`config.mk`:
```
export PLATFORM = sky130hd
export DESIGN_NAME = lane_align
export DESIGN_NICKNAME = d
export VERILOG_FILES = /design/src/verilog/mips_pkg.sv /design/src/verilog/lane_align.sv
export SDC_FILE = /design/constraint.sdc
export NUM_CORES = 1
export LEC_CHECK = 0
export ABC_AREA = 1
export CAP_MARGIN = 25
export CORE_AREA = 2 2 70 72
export DETAILED_ROUTE_END_ITERATION = 6
export DIE_AREA = 0 0 72 74
export DONT_BUFFER_PORTS = 1
export GPL_TIMING_DRIVEN = 0
export PLACE_DENSITY_LB_ADDON = 0.1
export SETUP_SLACK_MARGIN = 0.02
export SYNTH_ARGS = -nofsm -noshare
export SYNTH_HDL_FRONTEND = slang
export SYNTH_SLANG_ARGS = --single-unit
```
`constraint.sdc`:
```
create_clock -name vclk -period 2.3
set_clock_uncertainty 0.1 [all_clocks]
set_input_delay 0 -clock vclk [all_inputs]
set_output_delay 0 -clock vclk [all_outputs]
set_load 0.01 [all_outputs]
```
`src/verilog/mips_pkg.sv`:
```
package mips_pkg;

  localparam int DATA_WIDTH     = 32;               // Data word width
  localparam int REG_ADDR_WIDTH = 5;                // Register index width
  localparam int OPCODE_WIDTH   = 6;                // MIPS primary opcode field
  localparam int SEL_WIDTH      = DATA_WIDTH / 8;   // One select per byte lane
  localparam int WB_ADR_WIDTH   = DATA_WIDTH - 2;   // Full word address on the bus

  // Primary opcodes at their MIPS encodings
  typedef enum logic [OPCODE_WIDTH-1:0] {
    OP_RTYPE = 6'h00,
    OP_ADDI  = 6'h08,
    OP_ORI   = 6'h0d,
    OP_LB    = 6'h20,
    OP_LH    = 6'h21,
    OP_LW    = 6'h23,
    OP_LBU   = 6'h24,
    OP_LHU   = 6'h25,
    OP_SB    = 6'h28,
    OP_SH    = 6'h29,
    OP_SW    = 6'h2b
  } opcode_e;

  typedef enum logic [1:0] {
    ST_IDLE = 2'd0,                                 // No bus cycle
    ST_BUS  = 2'd1,                                 // cyc/stb up, waiting for ack
    ST_DONE = 2'd2                                  // Result ready, pipe advances
  } mem_state_e;

  typedef struct packed {
    logic                      valid;               // Slot holds an instruction
    logic [DATA_WIDTH-1:0]     alu_result;          // Also the byte address for ld/st
    logic [DATA_WIDTH-1:0]     store_data;          // rt value
    logic [REG_ADDR_WIDTH-1:0] write_register;      // Destination register
    logic                      reg_write;
    logic                      mem_read;
    logic                      mem_write;
    logic                      mem_to_reg;          // WB takes load data
    opcode_e                   opcode;
  } ex_mem_t;

  typedef struct packed {
    logic                    cyc;
    logic                    stb;
    logic                    we;
    logic [WB_ADR_WIDTH-1:0] adr;                   // Word address
    logic [DATA_WIDTH-1:0]   dat;                   // Lane-steered write data
    logic [SEL_WIDTH-1:0]    sel;                   // Byte enables
  } wb_req_t;

  typedef struct packed {
    logic                  ack;                     // Single-cycle acknowledge
    logic [DATA_WIDTH-1:0] dat;                     // Read word, valid with ack
  } wb_rsp_t;

  typedef struct packed {
    logic                      valid;
    logic                      reg_write;
    logic [REG_ADDR_WIDTH-1:0] write_register;
    logic [DATA_WIDTH-1:0]     data;                // Value for the register file
  } wb_result_t;

endpackage
```
`src/verilog/lane_align.sv`:
```
module lane_align (
  input  mips_pkg::ex_mem_t                 ex_q,
  input  logic [mips_pkg::DATA_WIDTH-1:0]   read_word,    // Raw word from RAM
  output logic [mips_pkg::DATA_WIDTH-1:0]   store_lanes,
  output logic [mips_pkg::SEL_WIDTH-1:0]    store_sel,
  output logic [mips_pkg::DATA_WIDTH-1:0]   load_data     // Extended load result
);

  logic [1:0]  offset;                              // Byte offset in the word
  logic [7:0]  byte_val;
  logic [15:0] half_val;

  assign offset = ex_q.alu_result[1:0];

  // Replicate narrow stores so every lane carries the value, sel picks the lane
  always_comb begin
    case (ex_q.opcode)
      mips_pkg::OP_SB, mips_pkg::OP_LB, mips_pkg::OP_LBU: begin
        store_lanes = {4{ex_q.store_data[7:0]}};
        store_sel   = 4'b0001 << offset;
      end
      mips_pkg::OP_SH, mips_pkg::OP_LH, mips_pkg::OP_LHU: begin
        store_lanes = {2{ex_q.store_data[15:0]}};
        store_sel   = offset[1] ? 4'b1100 : 4'b0011;   // Bit 0 ignored
      end
      default: begin
        store_lanes = ex_q.store_data;              // Word access
        store_sel   = 4'b1111;
      end
    endcase
  end

  // Little-endian, lane 0 at byte offset 0
  always_comb begin
    case (offset)
      2'd0:    byte_val = read_word[7:0];
      2'd1:    byte_val = read_word[15:8];
      2'd2:    byte_val = read_word[23:16];
      default: byte_val = read_word[31:24];
    endcase
    half_val = offset[1] ? read_word[31:16] : read_word[15:0];
  end

  always_comb begin
    case (ex_q.opcode)
      mips_pkg::OP_LB:  load_data = {{24{byte_val[7]}}, byte_val};    // Sign extend
      mips_pkg::OP_LBU: load_data = {24'd0, byte_val};
      mips_pkg::OP_LH:  load_data = {{16{half_val[15]}}, half_val};
      mips_pkg::OP_LHU: load_data = {16'd0, half_val};
      default:          load_data = read_word;      // LW
    endcase
  end

endmodule

```
==> results of run 1 <==
cell families (layout without fill, tap and decap cells):
logic type / count (synthesis) / after routing / share of synthesized area (%)
AOI/OAI and AO/OA: 18 / 18 / 7.00
buffers and inverters: 36 / 44 / 14.3
and+or+nand+nor: 258 / 258 / 78.7
layer usage:
metal | up-vias | track usage (%) | part of all wire, % | routed length, µm
met5 | - | 0 | 0 | 0
met4 | 0 | 1.89 | 0.73 | 47
met3 | 4 | 3.39 | 9.7 | 622
met2 | 108 | 44.4 | 52 | 3350
met1 | 932 | 25.5 | 37 | 2390
li1 | 1024 | - | - | -
report_power, final:
group | internal (W) | total, W | switching [W]
clock network | 0 | 0 | 0
registers | 0 | 0 | 0
logic | 0.0000915 | 0.000273 | 0.000181
worst paths after layout:
check	from	end	slack [ns]
max	ex_q[47]	load_data[23]	1.04
min	ex_q[15]	store_lanes[16]	0.02
cell type report:
class	count	area share, %
well taps	54	4.24
repair buffers	8	5.02
multi-input cells	276	77.8
plain buffers	24	10.1
inverters	12	2.82
per-stage QoR:
step / utilization, % / hold slack [ns] / instances / power (W) / worst slack [ns]
floorplan: - / -0.00823 / 312 / 0.000216 / 1.33
global placement: 33.0 / -0.00588 / 366 / 0.000261 / 1.06
detailed placement: 33.0 / -0.00663 / 366 / 0.000262 / 1.07
CTS: 34.7 / 0.0257 / 374 / 0.000274 / 1.04
global route: 34.7 / 0.0301 / 374 / 0.000301 / 0.952
finish: 34.7 / 0.0248 / 374 / 0.000273 / 1.04
placed cells by master, fill, tap and decap left out, drive strengths merged:
cell type,count
clkinv,2
nand3,76
nand2,134
o21ai,16
clkbuf,3
nand4,3
nor2,44
inv,10
or2,1
o2111ai,2
buf,21
dlygate4sd3,8
==> summary.txt, run 1 <==
Die
  – Die area: 5330 µm²
  – Initial core utilization: 31.5%
  – Die W: 72 µm
  – Row Count: 25
  – Die H: 74 µm
  – CORE AREA: 4600 µm²
  – Ports: 180

Logic synthesis
  – Cells after synthesis: 312
  – Yosys warns: 0
  – Top cells by count, synth: nand2_1, nand3_1, nor2_1
  – Most frequent cell after synthesis: nand2_1
  – Synth top area cells: nand2_1, nand3_1, nor2_1, o21ai_0, nand3_2
  – Synth cell types: 20
  – Cell area after synthesis: 1450 µm²
  – Syn Nets: 424
  – Post-synth top area share: 34.2%
  – Largest area contributor in the netlist: nand2_1
  – Syn Area/Cell: 4.64 µm²
  – Sequential area share after synthesis: 0%

Cells and area
  – Area of the multi-input gates: 1240 µm²
  – Ant diodes: 0
  – Final-layout clock buffer total: 0
  – Area overhead of the layout relative to synthesis: 10.2%
  – Seq cells: 0
  – Fin nets: 434
  – Seq. cell area: 0 µm²
  – Share of layout cells above drive strength 1: 11.9%
  – Fillers: 548
  – Final Instance Area: 1600 µm²

Timing
  – Worst Tran Pin Value: 0.593 ns
  – Slew Viols, Final: 0
  – Final setup vio count: 0
  – Period utilization: 54.7%
  – Slew HR: 60.5%
  – Setup TNS: 0 ns
  – Unrepaired setup endpoints after global routing: no
  – Final hold violation count: 0
  – Fin crit period: 1.26 ns
  – Fmax: 795 MHz

Worst setup path
  – Worst Path Required: 2.20 ns
  – Critical path launch point type: input pin
  – Critical path's top delay family: simple AND/OR/NAND/NOR gates
  – Worst path most repeated cell: buf_6
  – Slowest cell delay on critical path: 0.36 ns
  – Critical-path top delay cell: nor2_2
  – Crit-path cells: buf_6 -> nor2_2 -> nand2_1 -> nand2_2 -> nand3_4 -> buf_6 -> nand3_1
  – Crit path arrival time: 1.16 ns
  – CP Max Fanout: 10
  – WP buf/inv: 2
  – CP Capture Type: output pin
  – CP Depth: 7
  – Kind of critical path: in2out

Job
  – Max-cap viol count: 0

Global routing
  – All-Layer GR Usage: 22.1%
  – Vias in the first global route: 1,908
  – Largest net degree at the start of global routing: 11
  – First-pass GRT wire length: 9.43 mm
  – Total gr overflow: 0
  – Initial antenna violation count: 0

Routing
  – DRC: 0
  – Final ANT Viol Nets: 0
  – DR WL/cell: 17.1 µm
  – Routed wire length: 6.41 mm
  – DR pass1 iterations: 4
  – DR vias: 2,068
  – Vias per inst: 5.53
  – Iter 0 DRT Violations: 121

Power and ir drop
  – Leak: 0.902 nW
  – Power Density: 171 nW/µm²
  – Maximum vdd drop: 0.0544 mV

Clocking
  – Post-CTS Setup Inserts: 0
  – CTS Hold Bufs: 8
  – Post-CTS Resized: 0

Status
  – Status: completed

Placed design
  – Placement Cell Area: 1520 µm²
  – HPWL reported at the end of detailed placement: 4.91 mm
  – RD Place Congestion: 0.852
  – PortBufs: 0

Worst hold path
  – Min-Delay Path Class: in2out
  – Hold Crit Depth: 2
Note: power is estimated with default switching activity, not from simulation.
==> inputs of run 2 (changes only) <==
==> constraint.sdc (replaced) <==
create_clock -name vclk -period 1.2
set_clock_uncertainty 0.1 [all_clocks]
set_input_delay 0 -clock vclk [all_inputs]
set_output_delay 0 -clock vclk [all_outputs]
set_load 0.01 [all_outputs]
==> run 2 against run 1 <==
Compared with the run above: worst hold slack hardly changed; critical path depth unchanged; clock-buffer cell count unchanged; final area up 2.0%; combinational power grew 94%; core utilization up 0.68 points; non-clock buffer count did not move; setup slack worse by 0.93 ns.
==> summary.txt, run 2 (same netlist as run 1, synthesis figures left out) <==
Status
  – Status: completed

Power and ir drop
  – Total design power: 0.000529 W (+94%)
  – Psw: 0.000350 W (+94%)
  – Switching share of total power: 66.2% (-0.18 points)
  – Sequential Power Share: 0% (unchanged)
  – Combinational power share: 100.0% (about the same)
  – Internal Pwr Total: 0.000179 W (+95%)
  – Leak: 0.903 nW (+0.14%)
  – Maximum vdd drop: 0.104 mV (+92%)
  – Power Density: 325 nW/µm² (+90%)
  – Clock share of power: 0% (unchanged)

Timing
  – Slew Viols, Final: 0 (unchanged)
  – Period utilization: 90.8%
  – Fin crit period: 1.09 ns
  – Fmax: 918 MHz
  – Final setup vio count: 0 (unchanged)
  – Slew HR: 61.4% (+0.91 points)
  – Worst Tran Pin Value: 0.580 ns (-0.0136 ns)
  – Final hold violation count: 0 (unchanged)
  – Unrepaired setup endpoints after global routing: no

Cells and area
  – Most common cell after layout, fill and taps aside: nand2_1
  – Area overhead of the layout relative to synthesis: 12.4%
  – Share of layout cells above drive strength 1: 13.8% (+1.9 points)
  – Fin nets: 434 (unchanged)
  – Ant diodes: 0 (unchanged)
  – Seq. cell area: 0 µm² (unchanged)
  – Final-layout clock buffer total: 0 (unchanged)
  – Seq cells: 0 (unchanged)
  – Most frequent cells in the layout: nand2_1, nand3_1, nor2_1, o21ai_0
  – End-of-flow core utilization: 35.4% (+0.68 points)

Die
  – Initial core utilization: 31.5% (unchanged)
  – Ports: 180 (unchanged)
  – Die area: 5330 µm² (unchanged)
  – Die H: 74 µm (unchanged)
  – CORE AREA: 4600 µm² (unchanged)
  – Die W: 72 µm (unchanged)
  – Row Count: 25 (unchanged)

Worst setup path
  – Critical path's top delay family: simple AND/OR/NAND/NOR gates
  – Worst path most repeated cell: buf_6
  – Crit-path cells: buf_6 -> nor2_4 -> nand2_1 -> nand2_2 -> nand3_4 -> buf_6 -> nand3_1
  – Critical path launch point type: input pin
  – Critical-path top delay cell: nor2_4
  – Slowest cell delay on critical path: 0.22 ns (-0.14 ns)
  – Kind of critical path: in2out
  – WP buf/inv: 2 (unchanged)
  – CP Capture Type: output pin
  – CP Max Fanout: 10 (unchanged)
  – Crit path arrival time: 0.99 ns (-0.17 ns)
  – Worst Path Required: 1.10 ns (-1.10 ns)

Global routing
  – First-pass GRT wire length: 9.42 mm (-0.15%)
  – Total gr overflow: 0 (unchanged)
  – Largest net degree at the start of global routing: 11 (unchanged)
  – All-Layer GR Usage: 22.1% (-0.057 points)
  – Vias in the first global route: 1,892 (-0.84%)
  – Initial antenna violation count: 0 (unchanged)

Routing
  – Top layer in use: met4
  – Met2 wire length: 3.34 mm (-0.24%)
  – Wl on met1: 2.36 mm (-1.2%)
  – Iter 0 DRT Violations: 118 (-2.5%)
  – DR vias: 2,060 (-0.39%)
  – Met3 wire length: 632 µm (+1.6%)
  – DR WL/cell: 17.1 µm (-0.44%)
  – Vias per inst: 5.51 (-0.39%)
  – Routed wire length: 6.38 mm (-0.44%)
  – Final ANT Viol Nets: 0 (unchanged)
  – DRC: 0 (unchanged)
  – DR pass1 iterations: 4 (unchanged)

Placed design
  – HPWL reported at the end of detailed placement: 4.91 mm (unchanged)
  – PortBufs: 0 (unchanged)
  – RD Place Congestion: 0.852 (unchanged)

Job
  – Max-cap viol count: 0 (unchanged)

Worst hold path
  – Min-Delay Path Class: in2out
==> run 2: layout make-up <==
cell class                 instances  area (µm²)
inverter                          12        52.6
buffer                            24         163
tap                               54        67.6
timing repair buffer               8        80.1
multi-input combinational        276        1260
fill                             549        2970
==> run 2: worst paths after layout <==
| check | depth (start not counted) | end | slack [ns] | from |
|---|---|---|---|---|
| hold / removal | 2 | store_lanes[16] | 0.02 | ex_q[15] |
| setup / recovery | 7 | load_data[23] | 0.11 | ex_q[47] |
==> run 2: repair_timing <==
item                                    4_1_cts  5_1_grt
endpoints found under the hold margin         8        0
setup buffers                                 0        0
endpoints found under the setup margin       20       42
resized for setup                             2        7
hold buffers                                  8        0
==> run 2: metrics by stage <==
| step | cell area [µm²] | hold WS (ns) | setup WS (ns) | cells | setup TNS [ns] |
|---|---|---|---|---|---|
| 4_1_cts | 1600 | 0.0257 | 0.0348 | 374 | 0 |
| 2_1_floorplan | 1450 | -0.00823 | 0.234 | 312 | 0 |
| 3_5_place_dp | 1520 | -0.00663 | -0.0303 | 366 | -0.271 |
| 5_1_grt | 1630 | 0.0301 | 0.0335 | 374 | 0 |
| 6_report | 1630 | 0.0246 | 0.110 | 374 | 0 |
| 3_3_place_gp | 1520 | -0.00588 | -0.0420 | 366 | -0.575 |
==> run 2: power by group through the flow <==
| stage | clock, W | combinational (W) | sequential, W |
|---|---|---|---|
| after floorplan | 0 | 0.000415 | 0 |
| after global placement | 0 | 0.000500 | 0 |
| after detailed placement | 0 | 0.000502 | 0 |
| after CTS | 0 | 0.000526 | 0 |
| after global routing | 0 | 0.000584 | 0 |
| final | 0 | 0.000529 | 0 |
==> run 2: routing by layer <==
metal  global-route usage (%)  vias to the layer above
li1                         -                     1027
met1                     25.9                      921
met2                     44.3                      109
met3                     2.98                        3
met4                     1.26                        0
met5                        0                        -
