[src/verilog/mips_pkg.sv]
package mips_pkg;

  localparam int DATA_WIDTH     = 32;               // Data word width
  localparam int REG_ADDR_WIDTH = 5;                // Register index width
  localparam int OPCODE_WIDTH   = 6;                // MIPS primary opcode field
  localparam int SEL_WIDTH      = DATA_WIDTH / 8;   // One select per byte lane
  localparam int WB_ADR_WIDTH   = DATA_WIDTH - 2;   // Full word address on the bus

  // Primary opcodes at their MIPS encodings
  typedef enum logic [OPCODE_WIDTH-1:0] {
    OP_RTYPE = 6'h00,
    OP_ADDI  = 6'h08,
    OP_ORI   = 6'h0d,
    OP_LB    = 6'h20,
    OP_LH    = 6'h21,
    OP_LW    = 6'h23,
    OP_LBU   = 6'h24,
    OP_LHU   = 6'h25,
    OP_SB    = 6'h28,
    OP_SH    = 6'h29,
    OP_SW    = 6'h2b
  } opcode_e;

  typedef enum logic [1:0] {
    ST_IDLE = 2'd0,                                 // No bus cycle
    ST_BUS  = 2'd1,                                 // cyc/stb up, waiting for ack
    ST_DONE = 2'd2                                  // Result ready, pipe advances
  } mem_state_e;

  typedef struct packed {
    logic                      valid;               // Slot holds an instruction
    logic [DATA_WIDTH-1:0]     alu_result;          // Also the byte address for ld/st
    logic [DATA_WIDTH-1:0]     store_data;          // rt value
    logic [REG_ADDR_WIDTH-1:0] write_register;      // Destination register
    logic                      reg_write;
    logic                      mem_read;
    logic                      mem_write;
    logic                      mem_to_reg;          // WB takes load data
    opcode_e                   opcode;
  } ex_mem_t;

  typedef struct packed {
    logic                    cyc;
    logic                    stb;
    logic                    we;
    logic [WB_ADR_WIDTH-1:0] adr;                   // Word address
    logic [DATA_WIDTH-1:0]   dat;                   // Lane-steered write data
    logic [SEL_WIDTH-1:0]    sel;                   // Byte enables
  } wb_req_t;

  typedef struct packed {
    logic                  ack;                     // Single-cycle acknowledge
    logic [DATA_WIDTH-1:0] dat;                     // Read word, valid with ack
  } wb_rsp_t;

  typedef struct packed {
    logic                      valid;
    logic                      reg_write;
    logic [REG_ADDR_WIDTH-1:0] write_register;
    logic [DATA_WIDTH-1:0]     data;                // Value for the register file
  } wb_result_t;

endpackage
[src/verilog/mem_access_fsm.sv]
module mem_access_fsm (
  input  logic                                clk,
  input  logic                                arst_n,
  input  mips_pkg::ex_mem_t                   ex_q,        // Instruction in MEM
  input  logic [mips_pkg::DATA_WIDTH-1:0]     store_lanes, // Lane-steered store data
  input  logic [mips_pkg::SEL_WIDTH-1:0]      store_sel,   // Byte enables
  input  mips_pkg::wb_rsp_t                   wb_rsp,
  output mips_pkg::wb_req_t                   wb_req,
  output logic [mips_pkg::DATA_WIDTH-1:0]     read_word,   // Word captured on ack
  output logic                                stall,
  output logic                                mem_done     // One cycle, access finished
);

  mips_pkg::mem_state_e state;
  mips_pkg::mem_state_e state_nxt;
  logic                 mem_req;                    // Current slot needs the bus

  assign mem_req = ex_q.valid && (ex_q.mem_read || ex_q.mem_write);

  always_comb begin
    state_nxt = state;
    case (state)
      mips_pkg::ST_IDLE: if (mem_req) state_nxt = mips_pkg::ST_BUS;
      mips_pkg::ST_BUS:  if (wb_rsp.ack) state_nxt = mips_pkg::ST_DONE;
      mips_pkg::ST_DONE: state_nxt = mips_pkg::ST_IDLE;  // ex_q advances here
      default:           state_nxt = mips_pkg::ST_IDLE;
    endcase
  end

  always_ff @(posedge clk or negedge arst_n) begin
    if (!arst_n) begin
      state <= mips_pkg::ST_IDLE;
    end else begin
      state <= state_nxt;
    end
  end

  // Read word held for lane_align during ST_DONE
  always_ff @(posedge clk) begin
    if (state == mips_pkg::ST_BUS && wb_rsp.ack) begin
      read_word <= wb_rsp.dat;
    end
  end

  // Stall goes up at once in IDLE so ex_mem never moves past a pending access
  assign stall    = (state == mips_pkg::ST_IDLE && mem_req) || (state == mips_pkg::ST_BUS);
  assign mem_done = (state == mips_pkg::ST_DONE);

  always_comb begin
    wb_req.cyc = (state == mips_pkg::ST_BUS);       // Dropped the cycle after ack
    wb_req.stb = (state == mips_pkg::ST_BUS);
    wb_req.we  = ex_q.mem_write;                    // Stable, ex_q held under stall
    wb_req.adr = ex_q.alu_result[mips_pkg::DATA_WIDTH-1:2];
    wb_req.dat = store_lanes;
    wb_req.sel = store_sel;
  end

endmodule

[config.mk]
export PLATFORM = sky130hd
export DESIGN_NAME = mem_access_fsm
export DESIGN_NICKNAME = d
export VERILOG_FILES = /design/src/verilog/mips_pkg.sv /design/src/verilog/mem_access_fsm.sv
export SDC_FILE = /design/constraint.sdc
export NUM_CORES = 1
export LEC_CHECK = 0
export BUFFER_PORTS_ARGS = -buffer_cell sky130_fd_sc_hd__buf_2
export CAP_MARGIN = 25
export CORE_AREA = 2 2 100 102
export CTS_CLUSTER_DIAMETER = 60
export DETAILED_ROUTE_END_ITERATION = 16
export DIE_AREA = 0 0 102 104
export MAX_ROUTING_LAYER = met4
export PLACE_DENSITY_LB_ADDON = 0.2
export SLEW_MARGIN = 15
export SYNTH_ARGS = -nofsm -noshare
export SYNTH_HDL_FRONTEND = slang
export SYNTH_SLANG_ARGS = --single-unit
[constraint.sdc]
create_clock -name clk -period 4.3 [get_ports clk]
set_clock_uncertainty 0.2 [all_clocks]
set_input_delay 0.86 -clock clk [delete_from_list [all_inputs] [get_ports clk]]
set_output_delay 0.86 -clock clk [all_outputs]
set_load 0.005 [all_outputs]
==> flow_summary.ini, run 1 <==
[detailed_routing]
avgViaCountPerCell = 3.12
antenna_left = 0
first_pass_iters = 4
wl_um = 3540
wl_per_cell_um = 13.7
drc = 0
drtIter0Drc = 31
dr_total_vias = 805

[critical_path]
reg2reg_from = state[1]$_DFFE_PN0P_
crit_cells = 4
max_stage_delay_ns = 0.30
worstSetupStartpoint = ex_q[7]
crit_required_ns = 3.24
critPathBufInv = 2
cpMaxStageDelayCell = o21ai_0
crit_arrival_ns = 1.53
crit_family = compound AO/OA/AOI/OAI gates
r2r_cells = 2
start_kind = input pin
critPathMaxFanout = 2
cp_common_cell = buf_2
end_kind = primary output
worstPathCellList = buf_2 > o21ai_0 > a21oi_1 > buf_2
worst-setup-path-type = input pin to primary output

[cts]
clk_latency_ns = 0.28
cts_tree = done
clock_path_buffers = 2
cts.sinks = 34
cts.clk_slew.worst_paths_ns = 0.07
cts_root_buffer = clkbuf_8
post_cts_buffers = 0
post_cts_resize_count = 0
cts_buffers = 5
holdBufCountCts = 0
htreeDepth = 2

[power_and_ir_drop]
power_density_nw_per_um2 = 421
ir_drop_uv = 106
p_leak_nw = 0.684

[timing]
fmaxAchievable_mhz = 387
drv_slew = 0
tns_ns = 0
setup_violations = 0
setup_slack_ns = 1.71
tightest_slew_ns = 0.773
hold_violations = 0
relSlewSlack_pct = 48.5
grt_setup_unrepaired = no
period_share_pct = 60.1
period_minus_slack_ns = 2.59

[synthesis]
synth.avg_cell_area_um2 = 14.2
ys_seq_area_share_pct = 63.5
synth_most_common_cell = buf_4
synth-edff-count = 32
synth.area.top_cells = edfxtp_1 60%, buf_4 33%, dfrtp_1 3.1%
synth_async_sr_flop_share_pct = 5.88
ys_top_cells_by_count = 69 x buf_4, 32 x edfxtp_1, 2 x and2_2, 2 x and2b_2, 2 x dfrtp_1
synth_flop_cell = edfxtp_1
syn-num-nets = 263
synth_cells = 112
synth_area_leader_cell = edfxtp_1
synth_seq_cells = 34
ys_warn_count = 0
yosys.area.top_type_share_pct = 60.4
synthesis.area_um2 = 1590
synth_cell_types = 10

[final_layout]
fin_nets = 275
fill_cells = 1065
final_area_um2 = 1700
final_cells = 258
drive_gt1_share_pct = 68.0
finish.utilization_pct = 17.8
regArea_um2 = 1010
n_antenna_cell = 0
area_growth_syn_to_layout_pct = 6.53
multi_input_area_um2 = 58.8

[die]
rows = 36
die_area_um2 = 10600
core_area_um2 = 9550
die_w_um = 102
io_pins = 254
die_y_um = 104
start_util_pct = 16.7

[place]
placed_cells = 250
portBuffers = 74
dpl_cell_area_um2 = 1610
place_ws_ns = 1.74
dpl.hpwl_um = 2730
finalWeightedCongestion = 0.657

[run_status]
run_status = complete, no violations

[global_routing]
grt_use_total_pct = 6.13
overflow = 0
grt_pass1_vias = 771
antenna_found_initial = 0
grt_max_degree = 33
grt_pass1_wl_um = 4560

[job]
cap_violations = 0

[hold_path]
hp-class = input pin to asynchronous set/reset pin
-- per-layer routing --
metal	track usage [%]	share of wire, %	vias up
li1	-	-	329
met5	-	0	-
met3	4.37	19	38
met4	6.67	8.9	0
met2	7.05	33	96
met1	6.17	39	342
-- registers in the layout (all words and copies together) (netlist names) --
register   count
read_word     32
state          2
-- path summary, 6_finish.rpt --
check,endpoint,slack (ns)
hold / removal,state[1]$_DFFE_PN0P_,0.15
min in group clk,state[0]$_DFFE_PN0P_,0.32
max in group asynchronous,state[0]$_DFFE_PN0P_,3.65
setup reg to reg,read_word[20]$_DFFE_PP_,2.40
hold reg to reg,state[0]$_DFFE_PN0P_,0.32
setup / recovery,stall,1.71
-- logic make-up after synthesis --
| family | count (synthesis) | synth area share [%] |
|---|---|---|
| AO/OA/AOI/OAI | 3 | 1.10 |
| buffers and inverters | 70 | 32.8 |
| flip-flops | 34 | 63.5 |
| AND/OR/NAND/NOR | 5 | 2.59 |
-- power by group --
| part | total (mW) | leakage, nW | switching, mW | internal, mW |
|---|---|---|---|---|
| Sequential | 0.405 | 0.321 | 0.00772 | 0.398 |
| Clock | 0.229 | 0.0416 | 0.118 | 0.111 |
| Combinational | 0.0798 | 0.322 | 0.0415 | 0.0383 |
-- through the flow --
step / hold slack, ns / power, mW
2_1_floorplan: 0.274 / 0.496
3_3_place_gp: 0.319 / 0.495
3_5_place_dp: 0.311 / 0.495
4_1_cts: 0.141 / 0.728
5_1_grt: 0.142 / 0.747
6_report: 0.152 / 0.714
-- final cells by class --
type                            count  share of cell area [%]
Sequential cell                    34                    59.6
Timing Repair Buffer               74                    21.8
Tap cell                          133                    9.82
Clock buffer                        5                    4.06
Multi-Input combinational cell      8                    3.47
Clock inverter                      3                   0.959
Inverter                            1                   0.221
-- cells in the final DEF, fill, tap and decap left out --
master / synthesis / final
and2_2: 2 / 2
clkinvlp_4: 0 / 1
clkbuf_8: 0 / 5
inv_1: 1 / 1
clkinv_1: 0 / 1
o31ai_1: 1 / 1
a21oi_1: 1 / 1
clkinv_2: 0 / 1
edfxtp_1: 32 / 32
o21ai_0: 1 / 1
buf_2: 0 / 74
dfrtp_1: 2 / 2
or3b_1: 1 / 1
and2b_2: 2 / 2
No activity file was read; power rests on OpenSTA's default activity.
==> inputs of run 2 (changes only) <==
--- a/config.mk
+++ b/config.mk
@@ -5,6 +5,7 @@
 export SDC_FILE = /design/constraint.sdc
 export NUM_CORES = 1
 export LEC_CHECK = 0
+export ABC_AREA = 1
 export BUFFER_PORTS_ARGS = -buffer_cell sky130_fd_sc_hd__buf_2
 export CAP_MARGIN = 25
 export CORE_AREA = 2 2 100 102
==> constraint.sdc (replaced) <==
create_clock -name clk -period 2.1 [get_ports clk]
set_clock_uncertainty 0.2 [all_clocks]
set_input_delay 0.42 -clock clk [delete_from_list [all_inputs] [get_ports clk]]
set_output_delay 0.42 -clock clk [all_outputs]
set_load 0.005 [all_outputs]
==> run 2 against run 1 <==
- sequential power grew 100%
- utilization grew 0.38 points
- sequential share of layout area down 1.2 points
- setup slack worse by 1.3 ns
- via count down 3.4%
- global-route usage down 0.27 points
- synthesized area rose by 0.16%
- synthesized cell count rose by 5.4%
- combinational power increased by 130%
- largest cell class unchanged
==> flow_summary.ini, run 2 <==
[place]
portBuffers = 74
dpl.hpwl_um = 2440
finalWeightedCongestion = 0.649

[timing]
hold_violations = 0
tns_ns = 0
period_minus_slack_ns = 1.70
setup_violations = 0
relSlewSlack_pct = 80.9
period_share_pct = 80.9
grt_setup_unrepaired = no
tightest_slew_ns = 0.285
drv_slew = 0
fmaxAchievable_mhz = 588

[detailed_routing]
antenna_left = 0
drtIter0Drc = 25
avgViaCountPerCell = 2.92
wl_um = 3190
wl_per_cell_um = 12.0
dr_total_vias = 778
first_pass_iters = 3
drc = 0

[die]
rows = 36
die_y_um = 104
die_w_um = 102
start_util_pct = 16.7
die_area_um2 = 10600
io_pins = 254
core_area_um2 = 9550

[critical_path]
crit_required_ns = 1.48
ff2ff_setup_slack_ns = 0.55
critPathMaxFanout = 3
max_stage_delay_ns = 0.40
crit_arrival_ns = 1.08
start_kind = register
end_kind = primary output
worstSetupStartpoint = state[0]$_DFFE_PN0P_
r2r_end = read_word[9]$_DFFE_PP_
r2r_cells = 4
cpMaxStageDelayCell = dfrtp_1
worst-setup-path-type = register to primary output
crit_cells = 4
crit_family = flip-flops
worstPathCellList = nor2_1 > nand3_1 > nand2_1 > buf_2
crit_end = stall
critPathBufInv = 1
reg2reg_from = state[1]$_DFFE_PN0P_

[synthesis]
synth_flop_cell = edfxtp_1
synth_cells = 118
ys_warn_count = 0
synth_most_common_cell = buf_4
synth.avg_cell_area_um2 = 13.5
synth-edff-count = 32
synth.area.top_cells = edfxtp_1 60%, buf_4 32%, dfrtp_1 3.1%
ys_seq_area_share_pct = 63.4
yosys.area.top_type_share_pct = 60.3
ys_top_cells_by_count = 69 x buf_4, 32 x edfxtp_1, 4 x nor2_1, 3 x inv_1, 3 x nand2_2
synth_seq_cells = 34
synth_cell_types = 9
synthesis.area_um2 = 1590
synth_area_leader_cell = edfxtp_1
syn-num-nets = 269
synth_async_sr_flop_share_pct = 5.88

[cts]
cts_buffers = 5
cts.clk_slew.worst_paths_ns = 0.07
holdBufCountCts = 1
cts_tree = done
post_cts_buffers = 0
post_cts_resize_count = 0
htreeDepth = 2
clk_latency_ns = 0.28
clock_path_buffers = 2
cts_root_buffer = clkbuf_8
cts.sinks = 34

[global_routing]
grt_use_total_pct = 5.86
antenna_found_initial = 0
grt_pass1_wl_um = 4390
grt_pass1_vias = 813
overflow = 0
grt_max_degree = 26

[final_layout]
n_antenna_cell = 0
final_common_cell = buf_2
finish.utilization_pct = 18.1
top_register = read_word
fill_cells = 1062
drive_gt1_share_pct = 65.4
top_regs = read_word: 32 flops, state: 2 flops
largest_reg_flops = 32
fin_nets = 283
final_cell_mix = 74 x buf_2, 32 x edfxtp_1, 5 x clkbuf_8
area_growth_syn_to_layout_pct = 8.63

[power_and_ir_drop]
share_clk_of_total_power_pct = 31.3
combPwrFrac_pct = 12.6
power_density_nw_per_um2 = 852
ir_drop_uv = 229
swShare_pct = 23.6
seqPwrFrac_pct = 56.1
switchingPower_uw = 348
p_leak_nw = 0.720
p_int_mw = 1.13

[hold_path]
hp-class = input pin to register

[run_status]
run_status = complete, no violations

[job]
cap_violations = 0
[run 2: routing by layer]
metal  wire, um  vias to the layer above  global-route usage [%]
li1           -                      340                       -
met1       1050                      337                    4.51
met2       1430                       72                    9.12
met3        478                       29                    3.23
met4        221                        0                    6.10
met5          0                        -                       -
[run 2: cells by family (layout without fill, tap and decap cells)]
logic type | count (synthesis) | count (layout) | synth area share (%)
buffers and inverters | 74 | 89 | 33.7
DFF | 34 | 34 | 63.4
and+or+nand+nor | 10 | 10 | 2.90
[run 2: worst min path at each step]
stage,cells past startpoint,to,start,slack [ns]
floorplan,0,state[0]$_DFFE_PN0P_,arst_n,-0.08
detailed placement,1,state[0]$_DFFE_PN0P_,arst_n,0.006
global route,1,read_word[17]$_DFFE_PP_,wb_rsp[17],0.1
finish,1,read_word[25]$_DFFE_PP_,wb_rsp[25],0.11
global placement,1,state[0]$_DFFE_PN0P_,arst_n,0.006
CTS,1,read_word[25]$_DFFE_PP_,wb_rsp[25],0.1
[run 2: area by class of cell]
cell class                      instances  area [um^2]  area share, %
Clock inverter                          2         8.76          0.506
Timing Repair Buffer                   76          400           23.1
Tap cell                              133          166           9.61
Inverter                                5         18.8           1.08
Multi-Input combinational cell         10         53.8           3.11
Clock buffer                            6         72.6           4.19
Sequential cell                        34         1010           58.4
[run 2: power groups by stage]
stage               clock, mW  combinational (mW)  sequential [mW]
finish                  0.462               0.185            0.827
global route            0.509               0.207            0.833
CTS                     0.492               0.193            0.828
detailed placement          0               0.191            0.843
global placement            0               0.192            0.843
floorplan                   0               0.168            0.853
[run 2: stage by stage]
stage          area (um^2)  power (mW)  setup WS, ns  std cells  hold WS (ns)
2_1_floorplan         1600        1.02         0.145        118       -0.0756
3_3_place_gp          1640        1.03         0.507        257       0.00571
3_5_place_dp          1640        1.03         0.501        257       0.00603
4_1_cts               1730        1.51         0.373        266        0.0964
5_1_grt               1730        1.55         0.334        266        0.0969
6_report              1730        1.47         0.401        266         0.110
