`src/verilog/mips_pkg.sv`:
```
package mips_pkg;

  localparam int DATA_WIDTH     = 32;               // Data word width
  localparam int REG_ADDR_WIDTH = 5;                // Register index width
  localparam int OPCODE_WIDTH   = 6;                // MIPS primary opcode field
  localparam int SEL_WIDTH      = DATA_WIDTH / 8;   // One select per byte lane
  localparam int WB_ADR_WIDTH   = DATA_WIDTH - 2;   // Full word address on the bus

  // Primary opcodes at their MIPS encodings
  typedef enum logic [OPCODE_WIDTH-1:0] {
    OP_RTYPE = 6'h00,
    OP_ADDI  = 6'h08,
    OP_ORI   = 6'h0d,
    OP_LB    = 6'h20,
    OP_LH    = 6'h21,
    OP_LW    = 6'h23,
    OP_LBU   = 6'h24,
    OP_LHU   = 6'h25,
    OP_SB    = 6'h28,
    OP_SH    = 6'h29,
    OP_SW    = 6'h2b
  } opcode_e;

  typedef enum logic [1:0] {
    ST_IDLE = 2'd0,                                 // No bus cycle
    ST_BUS  = 2'd1,                                 // cyc/stb up, waiting for ack
    ST_DONE = 2'd2                                  // Result ready, pipe advances
  } mem_state_e;

  typedef struct packed {
    logic                      valid;               // Slot holds an instruction
    logic [DATA_WIDTH-1:0]     alu_result;          // Also the byte address for ld/st
    logic [DATA_WIDTH-1:0]     store_data;          // rt value
    logic [REG_ADDR_WIDTH-1:0] write_register;      // Destination register
    logic                      reg_write;
    logic                      mem_read;
    logic                      mem_write;
    logic                      mem_to_reg;          // WB takes load data
    opcode_e                   opcode;
  } ex_mem_t;

  typedef struct packed {
    logic                    cyc;
    logic                    stb;
    logic                    we;
    logic [WB_ADR_WIDTH-1:0] adr;                   // Word address
    logic [DATA_WIDTH-1:0]   dat;                   // Lane-steered write data
    logic [SEL_WIDTH-1:0]    sel;                   // Byte enables
  } wb_req_t;

  typedef struct packed {
    logic                  ack;                     // Single-cycle acknowledge
    logic [DATA_WIDTH-1:0] dat;                     // Read word, valid with ack
  } wb_rsp_t;

  typedef struct packed {
    logic                      valid;
    logic                      reg_write;
    logic [REG_ADDR_WIDTH-1:0] write_register;
    logic [DATA_WIDTH-1:0]     data;                // Value for the register file
  } wb_result_t;

endpackage
```
`src/verilog/mem_wb.sv`:
```
module mem_wb (
  input  logic                              clk,
  input  logic                              arst_n,
  input  mips_pkg::ex_mem_t                 ex_q,
  input  logic                              stall,
  input  logic                              mem_done,  // Load data is valid
  input  logic [mips_pkg::DATA_WIDTH-1:0]   load_data,
  output mips_pkg::wb_result_t              wb_out
);

  logic                                valid_q;
  logic                                reg_write_q;
  logic [mips_pkg::REG_ADDR_WIDTH-1:0] write_register_q;
  logic [mips_pkg::DATA_WIDTH-1:0]     data_q;
  logic                                is_mem;
  logic                                take;         // Slot leaves MEM this edge

  assign is_mem = ex_q.mem_read || ex_q.mem_write;
  assign take   = !stall && ex_q.valid && (!is_mem || mem_done);

  always_ff @(posedge clk or negedge arst_n) begin
    if (!arst_n) begin
      valid_q     <= 1'b0;
      reg_write_q <= 1'b0;
    end else begin
      valid_q     <= take;                          // Bubble while stalled
      reg_write_q <= take && ex_q.reg_write && (ex_q.write_register != '0);  // $zero stays 0
    end
  end

  always_ff @(posedge clk) begin
    write_register_q <= ex_q.write_register;
    data_q           <= ex_q.mem_to_reg ? load_data : ex_q.alu_result;
  end

  always_comb begin
    wb_out.valid          = valid_q;
    wb_out.reg_write      = reg_write_q;
    wb_out.write_register = write_register_q;
    wb_out.data           = data_q;
  end

endmodule

```
`config.mk`:
```
export PLATFORM = sky130hd
export DESIGN_NAME = mem_wb
export DESIGN_NICKNAME = d
export VERILOG_FILES = /design/src/verilog/mips_pkg.sv /design/src/verilog/mem_wb.sv
export SDC_FILE = /design/constraint.sdc
export NUM_CORES = 1
export LEC_CHECK = 0
export BUFFER_PORTS_ARGS = -buffer_cell sky130_fd_sc_hd__buf_2
export CAP_MARGIN = 20
export CORE_UTILIZATION = 30
export DETAILED_ROUTE_END_ITERATION = 6
export PLACE_DENSITY_LB_ADDON = 0.25
export SYNTH_ARGS = -nofsm -noshare
export SYNTH_HDL_FRONTEND = slang
export SYNTH_SLANG_ARGS = --single-unit
```
`constraint.sdc`:
```
create_clock -name clk -period 0.8 [get_ports clk]
set_input_delay 0.16 -clock clk [delete_from_list [all_inputs] [get_ports clk]]
set_output_delay 0.16 -clock clk [all_outputs]
set_load 0.1 [all_outputs]
```
==> metrics.yaml, run 1 <==
synthesis:
  ys.warnings.count: 0
  syn_area_per_cell_um2: 14.82
  yosysSeqAreaShare: 0.6429
  synth_fp_nets: 199
  synth_cell_type_count: 11
  mappedNetlistArea_um2: 1230
  synthCells: 83
  synth_seq_cells: 39
sta:
  fmax_ghz: 0.9865
  setup_viol: 40
  worst_slack_ns: -0.2137
  slew_headroom: 0.8478
  hold_viol: 0
  hold_slack_ns: 0.05439
  period_share: 1.267
  final.min_clock_period_ns: 1.014
  worst_slew_pin_slew_ns: 0.2252
  slew_viol_final: 0
  tns_ns: -6.142
  rsz0062_at_grt: "true"
min_path:
  holdCritStartpoint: "stall"
  min_path_cells: 2
  min_to: "reg_write_q$_DFF_PN0_"
  hp-class: "primary input to flip-flop"
critical_path:
  path_buf_inv: 1
  path_cells: "buf_12"
  slowest_delay_ns: 0.40
  start_kind: "flip-flop"
  crit_path_end_kind: "output pin"
  crit_fanout: 1
  cp_num_cells: 1
  path_class: "flip-flop to output pin"
  cp_slowest_cell: "dfrtp_1"
  crit_family: "flip-flops"
  worstPathRequired_ns: 0.64
  cp.arrival_ns: 0.85
cells_and_area:
  fill_cells: 242
  syn_to_final_growth_pct: 126.0
  finish.utilization: 0.7319
  register_area_um2: 837.1
  diodes: 0
  nets: 325
  multi_input_area_um2: 513.0
  final_cell_mix: "buf_2, buf_12, dfxtp_2"
  drive_gt1_frac: 0.9381
  final_common_cell: "buf_2"
placed_design:
  port_buffers: 116
  routabilityCongestion: 0.6245
  dp.final_hpwl_um: 2735
clocking:
  clk_pin_slew_ns: 0.07
  clock_sinks: 39
  tritoncts: "yes"
  clockRootBuffer: "clkbuf_8"
  cts_made_buffers: 5
  htree_levels: 2
  post_cts_buffers: 0
  ctsLongestPathBuffers: 2
global_route:
  grt_overflow: 0
  antenna_found_initial: 0
  grt_max_degree: 21
  grtUsageTotal: 0.1616
  grt_pass1_vias: 1145
  grt_pass1_wl_um: 4988
detailed_routing:
  via_count: 1106
  drtPass1Iterations: 3
  top_layer: "met4"
  wl_per_cell_um: 12.84
  wl_met3_um: 308
  drc: 0
  drt_iter0_drc: 20
  met2_length_um: 1975
  wl_um: 3312
  vias_per_cell: 4.287
  drt-met1-wl_um: 963
  ant_nets: 0
floorplanning:
  core_area_um2: 3799
  fp.dieW_um: 66.03
  dieArea_um2: 4360
  die_h_um: 66.03
  num_rows: 22
  start_util: 0.3238
  io_pins: 155
outcome:
  violations: "setup timing"
  status: "finished with violations"
pwr:
  p_total_mw: 5.666
  p_leak_nw: 1.371
  ir_worst_vdd_uv: 1301
  powerDensity_nw_per_um2: 2038
job:
  drv_cap: 0
-- sequential cells by signal, summed over array words and instances, names as in the netlist --
name and count:
data_q 32, reg_write_q 1, valid_q 1, write_register_q 5
-- cells by family after synthesis --
family	Yosys count	share of synthesized area
and+or+nand+nor	5	0.02544
muxes	32	0.2930
buffers and inverters	6	0.03459
AOI/OAI and AO/OA	1	0.004065
DFF	39	0.6429
-- worst max-delay path by stage --
| stage | to | start | slack [ns] |
|---|---|---|---|
| after floorplan | reg_write_q$_DFF_PN0_ | ex_q[10] | -0.16 |
| after global placement | reg_write_q$_DFF_PN0_ | ex_q[10] | -0.30 |
| after detailed placement | reg_write_q$_DFF_PN0_ | ex_q[10] | -0.29 |
| after CTS | wb_out[38] | valid_q$_DFF_PN0_ | -0.23 |
| after global routing | wb_out[38] | valid_q$_DFF_PN0_ | -0.26 |
| final | wb_out[38] | valid_q$_DFF_PN0_ | -0.21 |
-- cells in the mapped netlist --
cell / instances / area share
buf_4: 5 / 0.031
clkbuf_2: 1 / 0.0041
dfrtp_1: 2 / 0.041
dfxtp_1: 37 / 0.60
mux2_1: 2 / 0.018
mux2_2: 30 / 0.27
nor2_1: 2 / 0.0061
nor3b_1: 1 / 0.0061
nor4b_1: 1 / 0.0071
o21ai_1: 1 / 0.0041
or4_1: 1 / 0.0061
-- final cells by class --
type | instances | area share
Sequential cell | 39 | 0.3011
Tap cell | 48 | 0.02160
Multi-Input combinational cell | 38 | 0.1845
Timing Repair Buffer | 125 | 0.4626
Clock inverter | 3 | 0.005401
Clock buffer | 5 | 0.02475
-- where the power goes --
| part | total, mW | internal [mW] | switching [mW] |
|---|---|---|---|
| Clock | 1.24 | 0.596 | 0.646 |
| Combinational | 2.18 | 0.914 | 1.27 |
| Sequential | 2.24 | 2.12 | 0.117 |
| Total | 5.67 | 3.63 | 2.03 |
-- through the flow --
step           setup WS (ns)  cells  instance area, µm²
6_report             -0.2137    258                2780
2_1_floorplan        -0.1575     83                1446
4_1_cts              -0.2292    258                2764
3_3_place_gp         -0.2969    244                2620
5_1_grt              -0.2568    258                2780
3_5_place_dp         -0.2942    244                2620
-- layer usage --
layer,global-route usage,up-vias
li1,-,534
met1,0.1263,500
met2,0.3304,66
met3,0.05862,6
met4,0.08777,0
met5,0,-
-- timing repair --
action	in CTS	in global routing
resized for setup	0	3
hold endpoints to repair	7	0
setup endpoints to repair	39	40
hold buffers	6	0
pin swaps	0	3
Power figures use the tool's default switching activity.
==> run 2, diff against run 1 <==
RECOVER_POWER = 100   (was not set)
SKIP_LAST_GASP = 1   (was not set)
==> metrics.yaml, run 2 (same netlist as run 1, synthesis figures left out) <==
cells_and_area:
  largest_register_ffs: 32
  syn_to_final_growth_pct: 115.8
  register_area_um2: 837.1
  reg_top3: "data_q x32, write_register_q x5"
  multi_input_area_um2: 437.9
  diodes: 0
  final_cell_mix: "buf_2, buf_12, dfxtp_2"
  fin_cells: 258
  finish.utilization: 0.6986
  drive_gt1_frac: 0.8095
  final_common_cell: "buf_2"
  largest_register: "data_q"
  fill_cells: 284
  nets: 325
  final_area_um2: 2654
placed_design:
  placed_cell_area_um2: 2620
  routabilityCongestion: 0.6245
  pre_cts_ws_ns: -0.2942
  port_buffers: 116
  dp_cells: 244
  dp.final_hpwl_um: 2735
pwr:
  switchingPower_mw: 2.018
  ir_worst_vdd_uv: 1288
  seq_power_share: 0.403
  clkPwrFrac: 0.223
  p_total_mw: 5.556
  p_comb_frac: 0.374
  p_leak_nw: 1.253
  power.share.switching: 0.3632
  powerDensity_nw_per_um2: 2093
  p_int_mw: 3.538
sta:
  rsz0062_at_grt: "true"
  hold_viol: 0
  hold_slack_ns: 0.05579
  slew_viol_final: 0
  final.min_clock_period_ns: 1.012
  slew_headroom: 0.8068
  worst_slack_ns: -0.2121
  tns_ns: -6.132
  setup_viol: 40
  period_share: 1.265
  fmax_ghz: 0.9881
  worst_slew_pin_slew_ns: 0.2898
floorplanning:
  fp.dieW_um: 66.03
  io_pins: 155
  num_rows: 22
  core_area_um2: 3799
  start_util: 0.3238
  dieArea_um2: 4360
  die_h_um: 66.03
job:
  drv_cap: 0
global_route:
  grt_pass1_vias: 1145
  grt_pass1_wl_um: 4988
  grtUsageTotal: 0.1616
  grt_overflow: 0
  antenna_found_initial: 0
  grt_max_degree: 21
outcome:
  status: "finished with violations"
  violations: "setup timing"
clocking:
  cts_made_buffers: 5
  clk_pin_slew_ns: 0.07
  post_cts_buffers: 0
  clockRootBuffer: "clkbuf_8"
  htree_levels: 2
  clock_sinks: 39
  tritoncts: "yes"
  ctsLongestPathBuffers: 2
detailed_routing:
  drtPass1Iterations: 3
  wl_um: 3312
  vias_per_cell: 4.287
  ant_nets: 0
  drt_iter0_drc: 27
  drc: 0
  wl_per_cell_um: 12.84
  via_count: 1106
critical_path:
  worstPathRequired_ns: 0.64
  path_buf_inv: 1
  startpoint: "valid_q$_DFF_PN0_"
  start_kind: "flip-flop"
  cp_slowest_cell: "dfrtp_1"
  cp_num_cells: 1
  slowest_delay_ns: 0.40
  crit_path_end: "wb_out[38]"
  cp.arrival_ns: 0.85
  crit_fanout: 1
  path_cells: "buf_12"
  crit_family: "flip-flops"
  path_class: "flip-flop to output pin"
  crit_path_end_kind: "output pin"
min_path:
  hp-class: "primary input to flip-flop"
  min_path_cells: 2
run 2: cell count changes in the layout (fill, tap and decap cells not counted):
cell / change
buf_12: -2
buf_2: -3
buf_6: -2
clkbuf_1: +7
mux2_1: +20
mux2_4: -20
run 2: worst min path at each step:
stage               slack [ns]  startpoint               endpoint
detailed placement       -0.05      arst_n  reg_write_q$_DFF_PN0_
finish                    0.06       stall  reg_write_q$_DFF_PN0_
CTS                       0.04       stall  reg_write_q$_DFF_PN0_
global placement         -0.05      arst_n      valid_q$_DFF_PN0_
floorplan                -0.14      arst_n  reg_write_q$_DFF_PN0_
global route              0.03       stall  reg_write_q$_DFF_PN0_
run 2: cell type report:
type,instances,area share
clock buffer,5,0.02593
timing repair buffer,125,0.4653
multi-input combinational,38,0.1650
clock inverter,3,0.005658
sequential,39,0.3154
tap,48,0.02263
run 2: per-layer routing:
layer / vias to the layer above / part of all wire / GRT usage
li1: 533 / - / -
met1: 501 / 0.29 / 0.1263
met2: 66 / 0.60 / 0.3304
met3: 6 / 0.091 / 0.05862
met4: 0 / 0.019 / 0.08777
met5: - / 0 / 0
run 2: power groups by stage:
stage                     Sequential, mW  Combinational (mW)  Clock (mW)
after global routing                2.25                2.14        1.41
final                               2.24                2.08        1.24
after floorplan                     3.25               0.326           0
after CTS                           2.24                2.19        1.29
after global placement              2.28                2.13           0
after detailed placement            2.29                2.17           0
run 2: repair_timing:
item / 4_1_cts / 5_1_grt
pin swaps: 0 / 3
hold endpoints to repair: 7 / 0
resized for setup: 0 / 3
hold buffers: 6 / 0
setup endpoints to repair: 39 / 40
==> run 3, diff against run 2 <==
clock period = 1.15 ns   (was 0.8 ns; I/O delays follow)
==> metrics.yaml, run 3 (same netlist as run 1, synthesis figures left out) <==
critical_path:
  cp_slowest_cell: "dfxtp_1"
  crit_family: "flip-flops"
  slowest_delay_ns: 0.34
  start_kind: "flip-flop"
  path_cells: "buf_6"
  cp.arrival_ns: 0.86
  path_class: "flip-flop to output pin"
  worstPathRequired_ns: 0.92
  crit_fanout: 1
  path_buf_inv: 1
  crit_path_end_kind: "output pin"
global_route:
  grt_pass1_vias: 1095
  grt_max_degree: 27
  grt_pass1_wl_um: 4705
  grt_overflow: 0
  antenna_found_initial: 0
  grtUsageTotal: 0.1489
detailed_routing:
  via_count: 1084
  drtPass1Iterations: 4
  drt_iter0_drc: 16
  ant_nets: 0
  wl_um: 2952
  drc: 0
  vias_per_cell: 4.285
  wl_per_cell_um: 11.67
pwr:
  p_total_mw: 3.871
  p_leak_nw: 1.079
  power.share.switching: 0.3489
  powerDensity_nw_per_um2: 1750
  clkPwrFrac: 0.296
  seq_power_share: 0.387
  switchingPower_mw: 1.351
  ir_worst_vdd_uv: 982.9
  p_int_mw: 2.521
  p_comb_frac: 0.317
floorplanning:
  dieArea_um2: 4360
  fp.dieW_um: 66.03
  core_area_um2: 3799
  die_h_um: 66.03
  io_pins: 155
  start_util: 0.3238
  num_rows: 22
cells_and_area:
  nets: 320
  multi_input_area_um2: 396.6
  largest_register: "data_q"
  fin_cells: 253
  final_common_cell: "buf_2"
  reg_top3: "data_q x32, write_register_q x5"
  syn_to_final_growth_pct: 79.86
  largest_register_ffs: 32
  diodes: 0
  fill_cells: 351
  drive_gt1_frac: 0.7463
  final_cell_mix: "buf_2, buf_6, dfxtp_1"
  register_area_um2: 790.8
clocking:
  clockRootBuffer: "clkbuf_8"
  tritoncts: "yes"
  clk_pin_slew_ns: 0.07
  ctsLongestPathBuffers: 2
  htree_levels: 2
  cts_made_buffers: 5
  clock_sinks: 39
placed_design:
  pre_cts_ws_ns: -0.04550
  port_buffers: 116
  dp.final_hpwl_um: 2406
  routabilityCongestion: 0.6592
  dp_cells: 244
outcome:
  status: "completed"
sta:
  tns_ns: 0
  rsz0062_at_grt: "false"
  period_share: 0.9489
  slew_viol_final: 0
  slew_headroom: 0.6138
  setup_viol: 0
  final.min_clock_period_ns: 1.091
  worst_slack_ns: 0.05881
  worst_slew_pin_slew_ns: 0.5792
  fmax_ghz: 0.9164
  hold_viol: 0
min_path:
  hp-class: "primary input to flip-flop"
  min_path_cells: 1
  min_to: "write_register_q[4]$_DFF_P_"
  holdCritStartpoint: "ex_q[14]"
job:
  drv_cap: 0
run 3: power by group through the flow:
stage          clock network (mW)  logic, mW  registers, mW
2_1_floorplan                   0      0.145           2.23
3_3_place_gp                    0       1.42           1.56
3_5_place_dp                    0       1.43           1.57
4_1_cts                      1.19       1.43           1.54
5_1_grt                      1.25       1.27           1.51
6_report                     1.15       1.23           1.50
run 3: area by class of cell:
type / instances / area share
clock buffer: 6 / 0.03733
clock inverter: 2 / 0.01584
multi-input combinational: 38 / 0.1793
sequential: 39 / 0.3575
tap: 48 / 0.02715
timing repair buffer: 120 / 0.3829
run 3: layer usage:
layer  vias to the layer above  GRT usage  part of all wire
met5                         -          0                 0
met4                         0    0.07181             0.012
met3                         4    0.08966              0.16
met2                        79     0.2577              0.50
met1                       478     0.1371              0.32
li1                        523          -                 -
run 3: worst max-delay path by stage:
stage	start	end	slack [ns]	depth (start not counted)
2_1_floorplan	data_q[0]$_DFF_P_	wb_out[0]	0.01	0
3_3_place_gp	ex_q[10]	reg_write_q$_DFF_PN0_	-0.01	4
3_5_place_dp	ex_q[10]	reg_write_q$_DFF_PN0_	-0.05	4
4_1_cts	valid_q$_DFF_PN0_	wb_out[38]	0.04	1
5_1_grt	data_q[8]$_DFF_P_	wb_out[8]	0.02	1
6_report	data_q[8]$_DFF_P_	wb_out[8]	0.06	1
run 3: repair_timing:
action / CTS / global route
buffers inserted: 0 / 0
hold endpoints to repair: 2 / 0
resized for setup: 0 / 0
hold buffers: 1 / 0
endpoints found under the setup margin: 0 / 0
run 3: per-stage QoR:
step / hold slack [ns] / util / area, µm²
final: 0.05692 / 0.5823 / 2212
after detailed placement: 0.01768 / 0.6446 / 2449
after floorplan: -0.06559 / - / 1230
after global placement: 0.01658 / 0.6446 / 2449
after CTS: 0.04291 / 0.6782 / 2576
after global routing: 0.04037 / 0.5823 / 2212
